==> config.mk <==
export PLATFORM = sky130hd
export DESIGN_NAME = cpuSystem
export DESIGN_NICKNAME = d
export VERILOG_FILES = /design/src/logic/cpuPkg.sv /design/src/logic/addressRegisters.sv /design/src/logic/arithmeticUnit.sv /design/src/logic/controlUnit.sv /design/src/logic/cpuSystem.sv /design/src/logic/programMemory.sv /design/src/logic/registerFile.sv
export SDC_FILE = /design/constraint.sdc
export NUM_CORES = 2
export LEC_CHECK = 0
export BUFFER_PORTS_ARGS = -buffer_cell sky130_fd_sc_hd__buf_2
export CAP_MARGIN = 10
export CORE_ASPECT_RATIO = 0.8
export CORE_MARGIN = 10
export CORE_UTILIZATION = 50
export DETAILED_ROUTE_END_ITERATION = 8
export PLACE_DENSITY = 0.65
export SLEW_MARGIN = 5
export SYNTH_ARGS = -nofsm -noshare
export SYNTH_HDL_FRONTEND = slang
export SYNTH_SLANG_ARGS = --single-unit
==> constraint.sdc <==
create_clock -name Clock -period 21.6 [get_ports Clock]
set_input_delay 1.08 -clock Clock [delete_from_list [all_inputs] [get_ports Clock]]
set_output_delay 1.08 -clock Clock [all_outputs]
set_load 0.05 [all_outputs]
==> src/logic/cpuPkg.sv <==
package cpuPkg;

    localparam int AddressWidth = 8;
    localparam int ByteWidth = 8;
    localparam int InstructionWidth = 16;

    typedef logic [AddressWidth-1:0] addressT;
    typedef logic [ByteWidth-1:0] byteT;
    typedef logic [InstructionWidth-1:0] instructionT;
    typedef logic [2:0] regCodeT;    // 0 PC, 1 unused, 2 and 3 AR, 4 to 7 R1 to R4
    typedef logic [3:0] regOneHotT;  // Bit 0 is R1

    typedef enum logic [5:0] {
        BRA  = 6'h00,
        BNE  = 6'h01,
        BEQ  = 6'h02,
        INC  = 6'h09,
        DEC  = 6'h0A,
        ADD  = 6'h15,
        MOV  = 6'h18,
        MOVL = 6'h19,
        STAR = 6'h1D,
        LDAL = 6'h1E,
        STA  = 6'h20
    } opcodeE;

    typedef enum logic [1:0] {
        FetchLsb,
        FetchMsb,
        Execute
    } cpuStateE;

    typedef enum logic [2:0] {
        PassA,
        Add,
        Sub,
        IncA,
        DecA
    } aluOpE;

    typedef enum logic [1:0] {
        AluResult,
        MemoryByte,
        Immediate
    } rfSourceE;

    typedef enum logic {
        LoadFull,
        LoadLow
    } rfModeE;

    typedef enum logic [1:0] {
        Pc,
        Ar,
        Direct
    } addrSelE;

endpackage

==> src/logic/addressRegisters.sv <==
`timescale 1ns/1ps

module addressRegisters (
    input  logic             Clock,
    input  logic             Reset,
    input  logic             PcIncrement,
    input  logic             PcLoad,
    input  logic             ArLoad,
    input  cpuPkg::addressT  LoadValue,
    input  cpuPkg::addrSelE  AddrSel,
    input  cpuPkg::addressT  DirectAddress,
    output cpuPkg::addressT  MemAddress
);
    import cpuPkg::*;

    addressT programCounter;
    addressT addressReg;
    addressT loadSource;

    // Branches, LDAL and STA select the direct address, so it is also what they load
    assign loadSource = (AddrSel == Direct) ? DirectAddress : LoadValue;

    always_ff @(posedge Clock or negedge Reset) begin
        if (!Reset) begin
            programCounter <= '0;
            addressReg <= '0;
        end else begin
            if (PcLoad) begin
                programCounter <= loadSource;  // Load wins over increment
            end else if (PcIncrement) begin
                programCounter <= programCounter + addressT'(1);
            end
            if (ArLoad) begin
                addressReg <= loadSource;
            end
        end
    end

    always_comb begin
        case (AddrSel)
            Ar:      MemAddress = addressReg;
            Direct:  MemAddress = DirectAddress;
            default: MemAddress = programCounter;
        endcase
    end

endmodule

==> src/logic/arithmeticUnit.sv <==
`timescale 1ns/1ps

module arithmeticUnit #(
    parameter int DataWidth = 16
) (
    input  logic                 Clock,
    input  logic                 Reset,
    input  cpuPkg::aluOpE        AluOp,
    input  logic                 WriteFlags,
    input  logic [DataWidth-1:0] OperandA,
    input  logic [DataWidth-1:0] OperandB,
    output logic [DataWidth-1:0] Result,
    output logic                 Zero
);
    import cpuPkg::*;

    logic zeroFlag;

    // All operations wrap around at DataWidth
    always_comb begin
        case (AluOp)
            Add:     Result = OperandA + OperandB;
            Sub:     Result = OperandA - OperandB;
            IncA:    Result = OperandA + DataWidth'(1);
            DecA:    Result = OperandA - DataWidth'(1);
            default: Result = OperandA;  // PassA
        endcase
    end

    always_ff @(posedge Clock or negedge Reset) begin
        if (!Reset) begin
            zeroFlag <= 1'b0;
        end else if (WriteFlags) begin
            zeroFlag <= (Result == '0);
        end
    end

    assign Zero = zeroFlag;  // Stored flag for BNE and BEQ

endmodule

==> src/logic/controlUnit.sv <==
`timescale 1ns/1ps

module controlUnit (
    input  logic              Clock,
    input  logic              Reset,
    input  logic              Run,
    input  cpuPkg::byteT      MemData,
    input  logic              Zero,
    output cpuPkg::regOneHotT RfWrite,
    output cpuPkg::rfModeE    RfMode,
    output cpuPkg::rfSourceE  RfSource,
    output logic [1:0]        ReadSelA,
    output logic [1:0]        ReadSelB,
    output cpuPkg::byteT      Immediate,
    output cpuPkg::aluOpE     AluOp,
    output logic              WriteFlags,
    output logic              PcIncrement,
    output logic              PcLoad,
    output logic              ArLoad,
    output cpuPkg::addrSelE   AddrSel,
    output cpuPkg::addressT   DirectAddress,
    output logic              MemWrite
);
    import cpuPkg::*;

    cpuStateE    state;
    instructionT instruction;
    opcodeE      opcode;
    regCodeT     destCode;
    regCodeT     srcCodeA;
    regCodeT     srcCodeB;
    logic [1:0]  regSel;

    function automatic regOneHotT oneHot(input logic [1:0] sel);
        return regOneHotT'(1) << sel;
    endfunction

    assign opcode = opcodeE'(instruction[15:10]);
    assign regSel = instruction[9:8];    // Rx of MOVL, LDAL and STA
    assign destCode = instruction[9:7];
    assign srcCodeA = instruction[6:4];
    assign srcCodeB = instruction[3:1];
    assign Immediate = instruction[7:0];
    assign DirectAddress = addressT'(instruction[7:0]);

    always_ff @(posedge Clock or negedge Reset) begin
        if (!Reset) begin
            state <= FetchLsb;
        end else if (!Run) begin
            state <= FetchLsb;           // Idle, parked at the start of a fetch
        end else begin
            case (state)
                FetchLsb: state <= FetchMsb;
                FetchMsb: state <= Execute;
                default:  state <= FetchLsb;
            endcase
        end
    end

    // Instruction register, filled one byte per fetch cycle
    always_ff @(posedge Clock) begin
        if (Run && state == FetchLsb) begin
            instruction[7:0] <= MemData;
        end
        if (Run && state == FetchMsb) begin
            instruction[15:8] <= MemData;
        end
    end

    always_comb begin
        RfWrite = '0;
        RfMode = LoadFull;
        RfSource = cpuPkg::AluResult;
        ReadSelA = '0;
        ReadSelB = '0;
        AluOp = PassA;
        WriteFlags = 1'b0;
        PcIncrement = 1'b0;
        PcLoad = 1'b0;
        ArLoad = 1'b0;
        AddrSel = Pc;
        MemWrite = 1'b0;
        if (Run) begin
            case (state)
                FetchLsb, FetchMsb: begin
                    PcIncrement = 1'b1;  // Memory addressed by PC
                end
                Execute: begin
                    case (opcode)
                        BRA: begin
                            PcLoad = 1'b1;
                            AddrSel = Direct;   // Also picks the address field as load value
                        end
                        BNE: begin
                            PcLoad = !Zero;
                            AddrSel = Direct;
                        end
                        BEQ: begin
                            PcLoad = Zero;
                            AddrSel = Direct;
                        end
                        INC, DEC, ADD, MOV: begin
                            ReadSelA = srcCodeA[1:0];
                            ReadSelB = srcCodeB[1:0];
                            case (opcode)
                                INC:     AluOp = IncA;
                                DEC:     AluOp = DecA;
                                ADD:     AluOp = Add;
                                default: AluOp = PassA;
                            endcase
                            WriteFlags = (opcode != MOV);  // MOV leaves Z alone
                            if (destCode == 3'd0) begin
                                PcLoad = 1'b1;
                            end else if (destCode[2:1] == 2'b01) begin
                                ArLoad = 1'b1;
                            end else if (destCode[2]) begin
                                RfWrite = oneHot(destCode[1:0]);
                            end
                        end
                        MOVL: begin
                            RfWrite = oneHot(regSel);
                            RfMode = LoadLow;
                            RfSource = cpuPkg::Immediate;
                        end
                        LDAL: begin
                            AddrSel = Direct;
                            ArLoad = 1'b1;      // AR follows the address field
                            RfWrite = oneHot(regSel);
                            RfSource = cpuPkg::MemoryByte;
                        end
                        STA: begin
                            AddrSel = Direct;
                            ArLoad = 1'b1;
                            ReadSelA = regSel;  // Low byte of OutA is the store data
                            MemWrite = 1'b1;
                        end
                        STAR: begin
                            AddrSel = Ar;
                            ReadSelA = srcCodeA[1:0];
                            MemWrite = 1'b1;
                        end
                        default: begin
                        end
                    endcase
                end
                default: begin
                end
            endcase
        end
    end

endmodule

==> src/logic/cpuSystem.sv <==
`timescale 1ns/1ps

module cpuSystem #(
    parameter int DataWidth = 16
) (
    input  logic            Clock,
    input  logic            Reset,
    input  logic            Run,
    input  logic            LoadWrite,
    input  cpuPkg::addressT LoadAddress,
    input  cpuPkg::byteT    LoadData,
    output cpuPkg::byteT    LoadReadData
);
    import cpuPkg::*;

    byteT                 memData;
    logic                 zero;
    regOneHotT            rfWrite;
    rfModeE               rfMode;
    rfSourceE             rfSource;
    logic [1:0]           readSelA;
    logic [1:0]           readSelB;
    byteT                 immediate;
    aluOpE                aluOp;
    logic                 writeFlags;
    logic                 pcIncrement;
    logic                 pcLoad;
    logic                 arLoad;
    addrSelE              addrSel;
    addressT              directAddress;
    logic                 memWrite;
    addressT              memAddress;
    logic [DataWidth-1:0] aluResult;
    logic [DataWidth-1:0] outA;
    logic [DataWidth-1:0] outB;

    controlUnit control (
        .Clock(Clock), .Reset(Reset), .Run(Run), .MemData(memData), .Zero(zero),
        .RfWrite(rfWrite), .RfMode(rfMode), .RfSource(rfSource),
        .ReadSelA(readSelA), .ReadSelB(readSelB), .Immediate(immediate),
        .AluOp(aluOp), .WriteFlags(writeFlags), .PcIncrement(pcIncrement),
        .PcLoad(pcLoad), .ArLoad(arLoad), .AddrSel(addrSel),
        .DirectAddress(directAddress), .MemWrite(memWrite)
    );

    registerFile #(.DataWidth(DataWidth)) regFile (
        .Clock(Clock), .Reset(Reset), .RfWrite(rfWrite), .RfMode(rfMode),
        .RfSource(rfSource), .AluResult(aluResult), .MemData(memData),
        .Immediate(immediate), .ReadSelA(readSelA), .ReadSelB(readSelB),
        .OutA(outA), .OutB(outB)
    );

    addressRegisters addrRegs (
        .Clock(Clock), .Reset(Reset), .PcIncrement(pcIncrement), .PcLoad(pcLoad),
        .ArLoad(arLoad), .LoadValue(aluResult[AddressWidth-1:0]), .AddrSel(addrSel),
        .DirectAddress(directAddress), .MemAddress(memAddress)
    );

    arithmeticUnit #(.DataWidth(DataWidth)) alu (
        .Clock(Clock), .Reset(Reset), .AluOp(aluOp), .WriteFlags(writeFlags),
        .OperandA(outA), .OperandB(outB), .Result(aluResult), .Zero(zero)
    );

    programMemory memory (
        .Clock(Clock), .MemAddress(memAddress), .WriteData(outA[ByteWidth-1:0]),
        .MemWrite(memWrite), .ReadData(memData), .LoadWrite(LoadWrite),
        .LoadAddress(LoadAddress), .LoadData(LoadData), .LoadReadData(LoadReadData)
    );

endmodule

==> src/logic/programMemory.sv <==
`timescale 1ns/1ps

module programMemory (
    input  logic            Clock,
    input  cpuPkg::addressT MemAddress,
    input  cpuPkg::byteT    WriteData,
    input  logic            MemWrite,
    output cpuPkg::byteT    ReadData,
    input  logic            LoadWrite,
    input  cpuPkg::addressT LoadAddress,
    input  cpuPkg::byteT    LoadData,
    output cpuPkg::byteT    LoadReadData
);
    import cpuPkg::*;

    localparam int Depth = 2 ** AddressWidth;

    byteT memory [Depth];

    always_ff @(posedge Clock) begin
        if (LoadWrite) begin
            memory[LoadAddress] <= LoadData;  // Load port has priority
        end else if (MemWrite) begin
            memory[MemAddress] <= WriteData;
        end
    end

    assign ReadData = memory[MemAddress];
    assign LoadReadData = memory[LoadAddress];

endmodule

==> src/logic/registerFile.sv <==
`timescale 1ns/1ps

module registerFile #(
    parameter int DataWidth = 16
) (
    input  logic                 Clock,
    input  logic                 Reset,
    input  cpuPkg::regOneHotT    RfWrite,
    input  cpuPkg::rfModeE       RfMode,
    input  cpuPkg::rfSourceE     RfSource,
    input  logic [DataWidth-1:0] AluResult,
    input  cpuPkg::byteT         MemData,
    input  cpuPkg::byteT         Immediate,
    input  logic [1:0]           ReadSelA,
    input  logic [1:0]           ReadSelB,
    output logic [DataWidth-1:0] OutA,
    output logic [DataWidth-1:0] OutB
);
    import cpuPkg::*;

    localparam logic [DataWidth-1:0] LowMask = DataWidth'({ByteWidth{1'b1}});

    logic [DataWidth-1:0] registers [4];  // R1 to R4
    logic [DataWidth-1:0] writeValue;

    always_comb begin
        case (RfSource)
            cpuPkg::MemoryByte: writeValue = DataWidth'(MemData);  // Zero extended
            cpuPkg::Immediate:  writeValue = DataWidth'(Immediate);
            default:            writeValue = AluResult;
        endcase
    end

    always_ff @(posedge Clock or negedge Reset) begin
        if (!Reset) begin
            for (int i = 0; i < 4; i++) begin
                registers[i] <= '0;
            end
        end else begin
            for (int i = 0; i < 4; i++) begin
                if (RfWrite[i] && RfMode == LoadLow) begin
                    registers[i] <= (registers[i] & ~LowMask) | (writeValue & LowMask);
                end else if (RfWrite[i]) begin
                    registers[i] <= writeValue;
                end
            end
        end
    end

    assign OutA = registers[ReadSelA];
    assign OutB = registers[ReadSelB];

endmodule

## After elaboration in Yosys (flattened, before gate mapping)

Memories as Yosys holds them, arrays and structs flattened.
Index checks and enable logic that the tools add are counted.

| storage, ports and cells | value |
|---|---|
| bits in registers | 99 |
| bits in writable memories | 2048 |
| input bits | 20 |
| output and inout port bits | 8 |
| logic and storage cells | 144 |
| memories kept | 1 |

| operators by class | value |
|---|---|
| add/sub/neg operators | 5 |
| order comparisons | 2 |
| eq/ne operators | 22 |
| shift-type cells | 2 |
| mux-type cells | 72 |
| bitwise logic cells | 6 |
| reduce and logical (&&, ||, !) cells | 24 |

Memory list:

| memory | words | width | read ports | clocked after Yosys merged registers in | wr ports | line | RTL |
|---|---|---|---|---|---|---|---|
| memory.memory | 256 | 8 | 2 | 0 | 1 | programMemory.sv:18 | `byteT memory [Depth];` |

Operators with widths:

| kind | number |
|---|---|
| $mux 16 | 12 |
| $bmux 16 s2 | 2 |
| $or 16x8->16 | 4 |
| $pmux 16 s4 | 1 |
| $mux 8 | 5 |
| $pmux 16 s2 | 1 |
| $eq 6x5->1 const B | 5 |
| $mux 1 | 24 |
| $mux 2 | 10 |
| $mux 4 | 5 |
| $add 16x1->16 const B | 1 |
| $add 16x16->16 | 1 |
| $logic_not 16->1 | 1 |
| $pmux 2 s2 | 4 |
| $pmux 8 s2 | 1 |
| $sub 16x1->16 const B | 1 |
| $sub 16x16->16 | 1 |
| $eq 6x4->1 const B | 2 |
| $reduce_bool 2->1 | 5 |
| $reduce_or 5->1 | 2 |
| $mux 3 | 3 |
| $pmux 3 s3 | 1 |
| $add 8x1->8 const B | 1 |
| $eq 2x1->1 const B | 4 |
| other kinds (22) | 36 |

## Depth between registers and ports, before layout

| logic depth | value |
|---|---|
| word-level depth | 14 |
| depth in mapped cells | 25 |
| mapped depth without buffers | 22 |

## By module

Synthesis repeated with hierarchy kept, for this count alone.

| unflattened totals | value |
|---|---|
| cells, all modules | 5870 |
| area total of the unflattened synthesis | 103782.0 um^2 |

Modules (own cells, without submodules):

| module | times used | cells an instance | area an instance (um^2) | sequential area each (um^2) |
|---|---|---|---|---|
| programMemory | 1 | 5160 | 96379.9 | 61499.0 |
| registerFile | 1 | 248 | 3574.7 | 1601.5 |
| arithmeticUnit | 1 | 236 | 1636.6 | 25.0 |
| controlUnit | 1 | 119 | 1198.6 | 530.5 |
| addressRegisters | 1 | 107 | 992.2 | 400.4 |

## Worst setup path after synthesis

OpenSTA, ideal clock, no wires.

| path | value |
|---|---|
| kind | in2reg |
| from | input Run |
| to | memory memory.memory[0][1] in the netlist's numbering, data pin |
| setup time | 2.188 ns |
| arrival time | 12.583 ns |
| data required time | 19.412 ns |
| slack | 6.829 ns |
| stages on the path | 10 |
| buffers on the path | 2 |
| cell sequence | and3b_1 -> clkbuf_1 -> nand2b_1 -> a31oi_1 -> a32oi_1 -> buf_1 -> mux2i_1 -> nand2_1 -> o21ai_0 -> o21ai_0 |

| between the ends | value |
|---|---|
| longest elaborated chain between the ends | 6 |
| elaborated cells on any way between the ends | 11 |
| those cells by class | 9 x mux; 1 x bitwise; 1 x reduce/logical |

RTL lines:

| what | line | RTL |
|---|---|---|
| from (decl) | cpuSystem.sv:8 | `input logic Run,` |
| $mux 1 / $mux 2 (equally long branches) | controlUnit.sv:83 | `if (Run) begin` |
| $mux 1 / $not 2->3 (equally long branches) | programMemory.sv:23, registerFile.sv:50 |  |
| $mux 1 / $bmux 16 s2 (equally long branches) | programMemory.sv:21, registerFile.sv:50 |  |
| $mux 1 (implied by the code) / $mux 16 (equally long branches) | programMemory.sv:24, registerFile.sv:50 |  |
| $reduce_or 8->1 (no source line) / $mux 16 (equally long branches) | - |  |
| $mux 8 (no source line) * | - |  |
| to (decl) | programMemory.sv:18 |  |

Mark *: on every way between the ends. The rest lies on a longest branch, timed or not. The select of a mux whose other input is x is not followed.

## Worst setup path after layout

| path | value |
|---|---|
| from | register control.state[0] |
| to | register regFile.registers[22] in the netlist's numbering |

| between the ends | value |
|---|---|
| elaborated cells on any way between the ends | 44 |
| those cells by class | 4 x add/sub; 9 x eq/ne; 25 x mux; 3 x bitwise; 2 x reduce/logical; 1 x memory |

RTL lines:

| what | line | RTL |
|---|---|---|
| from (decl) | controlUnit.sv:26 | `cpuStateE state;` |
| from (signal assigned) | controlUnit.sv:48 | `state <= FetchLsb;` |
| from (signal assigned) | controlUnit.sv:50 | `state <= FetchLsb;` |
| from (signal assigned) | controlUnit.sv:53 | `FetchLsb: state <= FetchMsb;` |
| $eq 2x2->1 * | controlUnit.sv:84 | `case (state)` |
| $mux 2 * | controlUnit.sv:84 |  |
| $mux 2 * | controlUnit.sv:83 |  |
| $eq 2x2->1 / $eq 2x1->1 (equally long branches) | addressRegisters.sv:40 | `case (AddrSel)` |
| $pmux 8 s2 * | addressRegisters.sv:40 |  |
| $mem_v2 256x8 * | - |  |
| named net control.MemData[6] | controlUnit.sv:7 | `input cpuPkg::byteT MemData,` |
| $pmux 16 s2 * | registerFile.sv:27 | `case (RfSource)` |
| $mux 16 / $or 16x8->16 (equally long branches) | registerFile.sv:43, registerFile.sv:42 |  |
| $mux 16 * | registerFile.sv:41 | `if (RfWrite[i] && RfMode == LoadLow) begin` |
| to (signal, indexed assignment) | registerFile.sv:42 | `registers[i] <= (registers[i] & ~LowMask) \| (writeValue & LowMask);` |
| to (signal, indexed assignment) | registerFile.sv:44 | `registers[i] <= writeValue;` |
| to (decl) | registerFile.sv:23 | `logic [DataWidth-1:0] registers [4];` |

The timed path passes the listed nets; every way through them passes the cells marked *. The select of a mux whose other input is x is not followed.
A chain may end at the register's enable or synchronous reset.

==> out/results.tsv <==
stage	metric	value	unit
outcome	status	complete, no violations	
setup_path	cp-end-kind	flip-flop	
detailed_routing	via_per_inst	7.19	
clock_tree	cts-htree-levels	4	
detailed_routing	drtIter0Drc	14508	
floorplan	io_pins	28	
grt	grt_pass1_wl	538	mm
cells_and_area	multi_input_area	38700	um2
timing	slew_headroom	0.0479	
setup_path	r2r_start	control.state[0]	
clock_tree	ctsHoldBuffers	0	
setup_path	timing.reg2reg.setup_slack	12.20	ns
floorplan	die_width	532	um
timing	finClkSkew	0.0613	ns
setup_path	worst_r2r_endpoint	regFile.registers[22]	
clock_tree	cts_inserted_buffers	205	
detailed_routing	vias	74870	
yosys	synth_nets	7624	
floorplan	die_area	229000	um2
yosys	yosysTopAreaCellShare	0.590	
timing	hold_viol	0	
yosys	yosysWarnings	0	
power_and_ir_drop	pwr_density_cell	111	nW/um2
power_and_ir_drop	vdd_drop_max	0.110	mV
yosys	syn_inst	7581	
clock_tree	cts_tree	done	
setup_path	cp.arrival	10.18	ns
grt	overflow	0	
yosys	syn_area	105000	um2
setup_path	reg2reg_depth	23	
timing	tightest_slew	1.42	ns
clock_tree	clk_latency	0.90	ns
floorplan	core	209000	um2
clock_tree	clk_pin_slew	0.06	ns
timing	finalCritPeriodShare	0.435	
setup_path	path_class	reg -> reg	
yosys	syn_area_per_cell	13.9	um2
yosys	ys_seq_area_frac	0.610	
detailed_routing	dr.pass1.iters	9	
detailed_routing	wl	383	mm
power_and_ir_drop	p_sw	4.86	mW
grt	grt_pass1_vias	69520	
cells_and_area	fillCellCount	16502	
clock_tree	clockBufferDepth	3	
grt	grt_use_total	0.325	
detailed_routing	post_drt_wl_per_cell	36.8	um
power_and_ir_drop	clkPwrFrac	0.289	
placed_design	gp_congestion	1.00	
detailed_routing	drcViolationCount	0	
yosys	synthFlopType	edfxtp_1	
clock_tree	clock_sinks	2147	
yosys	synth-seq-cells	2147	
cells_and_area	register_area	64100	um2
yosys	synth_area_leaders	edfxtp_1 (59%), mux4_2 (16%), nand2_1 (5.5%)	
yosys	ys_async_sr_fraction	0.0387	
placed_design	hpwl	248	mm
setup_path	cp_max_fo	69	
timing	rsz0062_at_grt	false	
setup_path	start_kind	flip-flop	
setup_path	required	22.38	ns
timing	fmax	106	MHz
power_and_ir_drop	sw_frac_of_total	0.383	
yosys	synth.distinct_cells	96	
timing	finalSetupViolCount	0	
yosys	yosysTopAreaCell	edfxtp_1	
timing	period_needed	9.40	ns
cells_and_area	layout.nets	7455	
clock_tree	cts_resized	0	
hold_path	hold_class	in -> async	
yosys	synth-edff-count	2064	
floorplan	die_height	430	um
placed_design	port_buffers	27	
cells_and_area	drive_gt1_frac	0.184	
placed_design	post-place-ws	12.12	ns
floorplan	initial_utilization	0.503	
clock_tree	clockRootBuffer	clkbuf_16	
power_and_ir_drop	p_int	7.83	mW
timing	tns	0	ns
cells_and_area	areaGrowthSynthToFinish	9.35	%
timing	slew_viol_final	0	
grt	antenna_found_initial	33	
timing	worst_slack	12.20	ns
power_and_ir_drop	power_frac_comb	0.344	
grt	grt_max_degree	209	
floorplan	fp-row-count	150	
power_and_ir_drop	seqPwrFrac	0.367	
clock_tree	post_cts_buffers	0	
run	max_cap_viol_count	0	
detailed_routing	drtAntennaViolNets	0	
power_and_ir_drop	p_leak	37.7	nW
[critical path, cell delays in order, from the launching register on]
cell      delay, ns
dfrtp_1        0.41
and3b_1        0.44
nand2b_1       0.22
nor2_1         0.19
nand2_1        0.16
inv_1          0.10
ha_1           0.68
a221oi_1       0.28
nor2_4         0.20
buf_4          0.50
buf_4          0.77
buf_12         0.46
buf_4          0.50
buf_4          0.71
a211oi_1       0.11
o21bai_1       0.54
o2111a_1       0.32
nand4_1        0.26
nor4_1         0.94
buf_4          0.24
a211o_1        0.42
nand2_1        0.11
a21oi_1        0.33
mux2_2         0.22
[flip-flops by register name, indices dropped and copies added (netlist names)]
signal	cells
control.instruction	16
control.state	2
addrRegs.programCounter	8
memory.memory	2048
alu.Zero	1
regFile.registers	64
addrRegs.addressReg	8
[cells in the mapped netlist (25+ instances only)]
cell type     n
a211oi_1     88
a21oi_1     241
a221oi_1     31
a31oi_1     160
a32oi_1      33
and3_1      185
buf_1       142
buf_2       152
buf_4        25
clkbuf_1    267
dfrtp_1      83
edfxtp_1   2064
inv_1        28
mux2_2       45
mux2i_1     130
mux4_2      755
nand2_1    1530
nand3_1     574
nand4_1      60
nor2_1      339
nor4_1       47
o21ai_0     136
o22ai_1      67
o31ai_1      41
[metal layers]
layer  GRT usage  vias to the layer above  routed length [um]  part of all wire
met2       0.446                     6673              158000              0.41
met3       0.153                     1074               67200              0.18
met1       0.443                    37652              137000              0.36
met5     0.00522                        -                 705            0.0018
li1            -                    29436                   -                 -
met4       0.136                       35               19500             0.051
[power by group through the flow]
stage                     Sequential, mW  Clock [mW]  Combinational [mW]
final                               4.65        3.67                4.36
after global placement              4.74           0                4.05
after detailed placement            4.74           0                4.11
after global routing                4.65        3.84                4.47
after floorplan                     4.75           0                2.51
after CTS                           4.65        3.67                4.13
[cell usage in the layout (no fill, tap or decap), types with 45 or more instances in the layout]
master and count:
a211oi_1 87, a21oi_1 238, a31oi_1 160, and3_1 185, buf_4 170, clkbuf_16 205, clkinv_1 51, dfrtp_1 83
edfxtp_1 2064, mux2i_1 130, mux4_2 755, nand2_1 1511, nand3_1 574, nand4_1 60, nor2_1 331, nor4_1 45
o21ai_0 128, o22ai_1 67
[stage by stage]
| stage | util | hold WS (ns) | area (um2) | instances | power [mW] |
|---|---|---|---|---|---|
| 2_1_floorplan | - | 0.463 | 105000 | 7581 | 7.26 |
| 3_3_place_gp | 0.517 | 0.481 | 108000 | 10003 | 8.79 |
| 3_5_place_dp | 0.517 | 0.492 | 108000 | 10010 | 8.85 |
| 4_1_cts | 0.549 | 0.0923 | 115000 | 10391 | 12.4 |
| 5_1_grt | 0.550 | 0.117 | 115000 | 10401 | 13.0 |
| 6_report | 0.550 | 0.114 | 115000 | 10419 | 12.7 |
[cell type report]
type / instances / share of cell area
sequential: 2147 / 0.558
multi-input combinational: 4813 / 0.337
clock buffer: 243 / 0.0462
tap: 2812 / 0.0306
timing repair buffer: 217 / 0.0155
clock inverter: 138 / 0.0118
inverter: 28 / 0.000915
antenna: 21 / 0.000458
[cells by family after synthesis]
family | share of synthesized area
AOI/OAI and AO/OA | 0.0607
muxes | 0.179
DFF | 0.610
adders and majority gates | 0.00281
xor gates and xnor gates | 0.00225
buffers and inverters | 0.0253
and+or+nand+nor | 0.120
[worst max path at each step]
stage                                  endpoint  slack [ns]                     from
after floorplan             memory.memory[0][1]        6.83                      Run
after global placement    regFile.registers[39]       11.10                      Run
after detailed placement  regFile.registers[38]       12.12                      Run
after CTS                 regFile.registers[38]       12.80  control.instruction[13]
after global routing       regFile.registers[6]       12.19  control.instruction[13]
final                     regFile.registers[22]       12.20         control.state[0]
No activity file was read; power rests on OpenSTA's default activity.
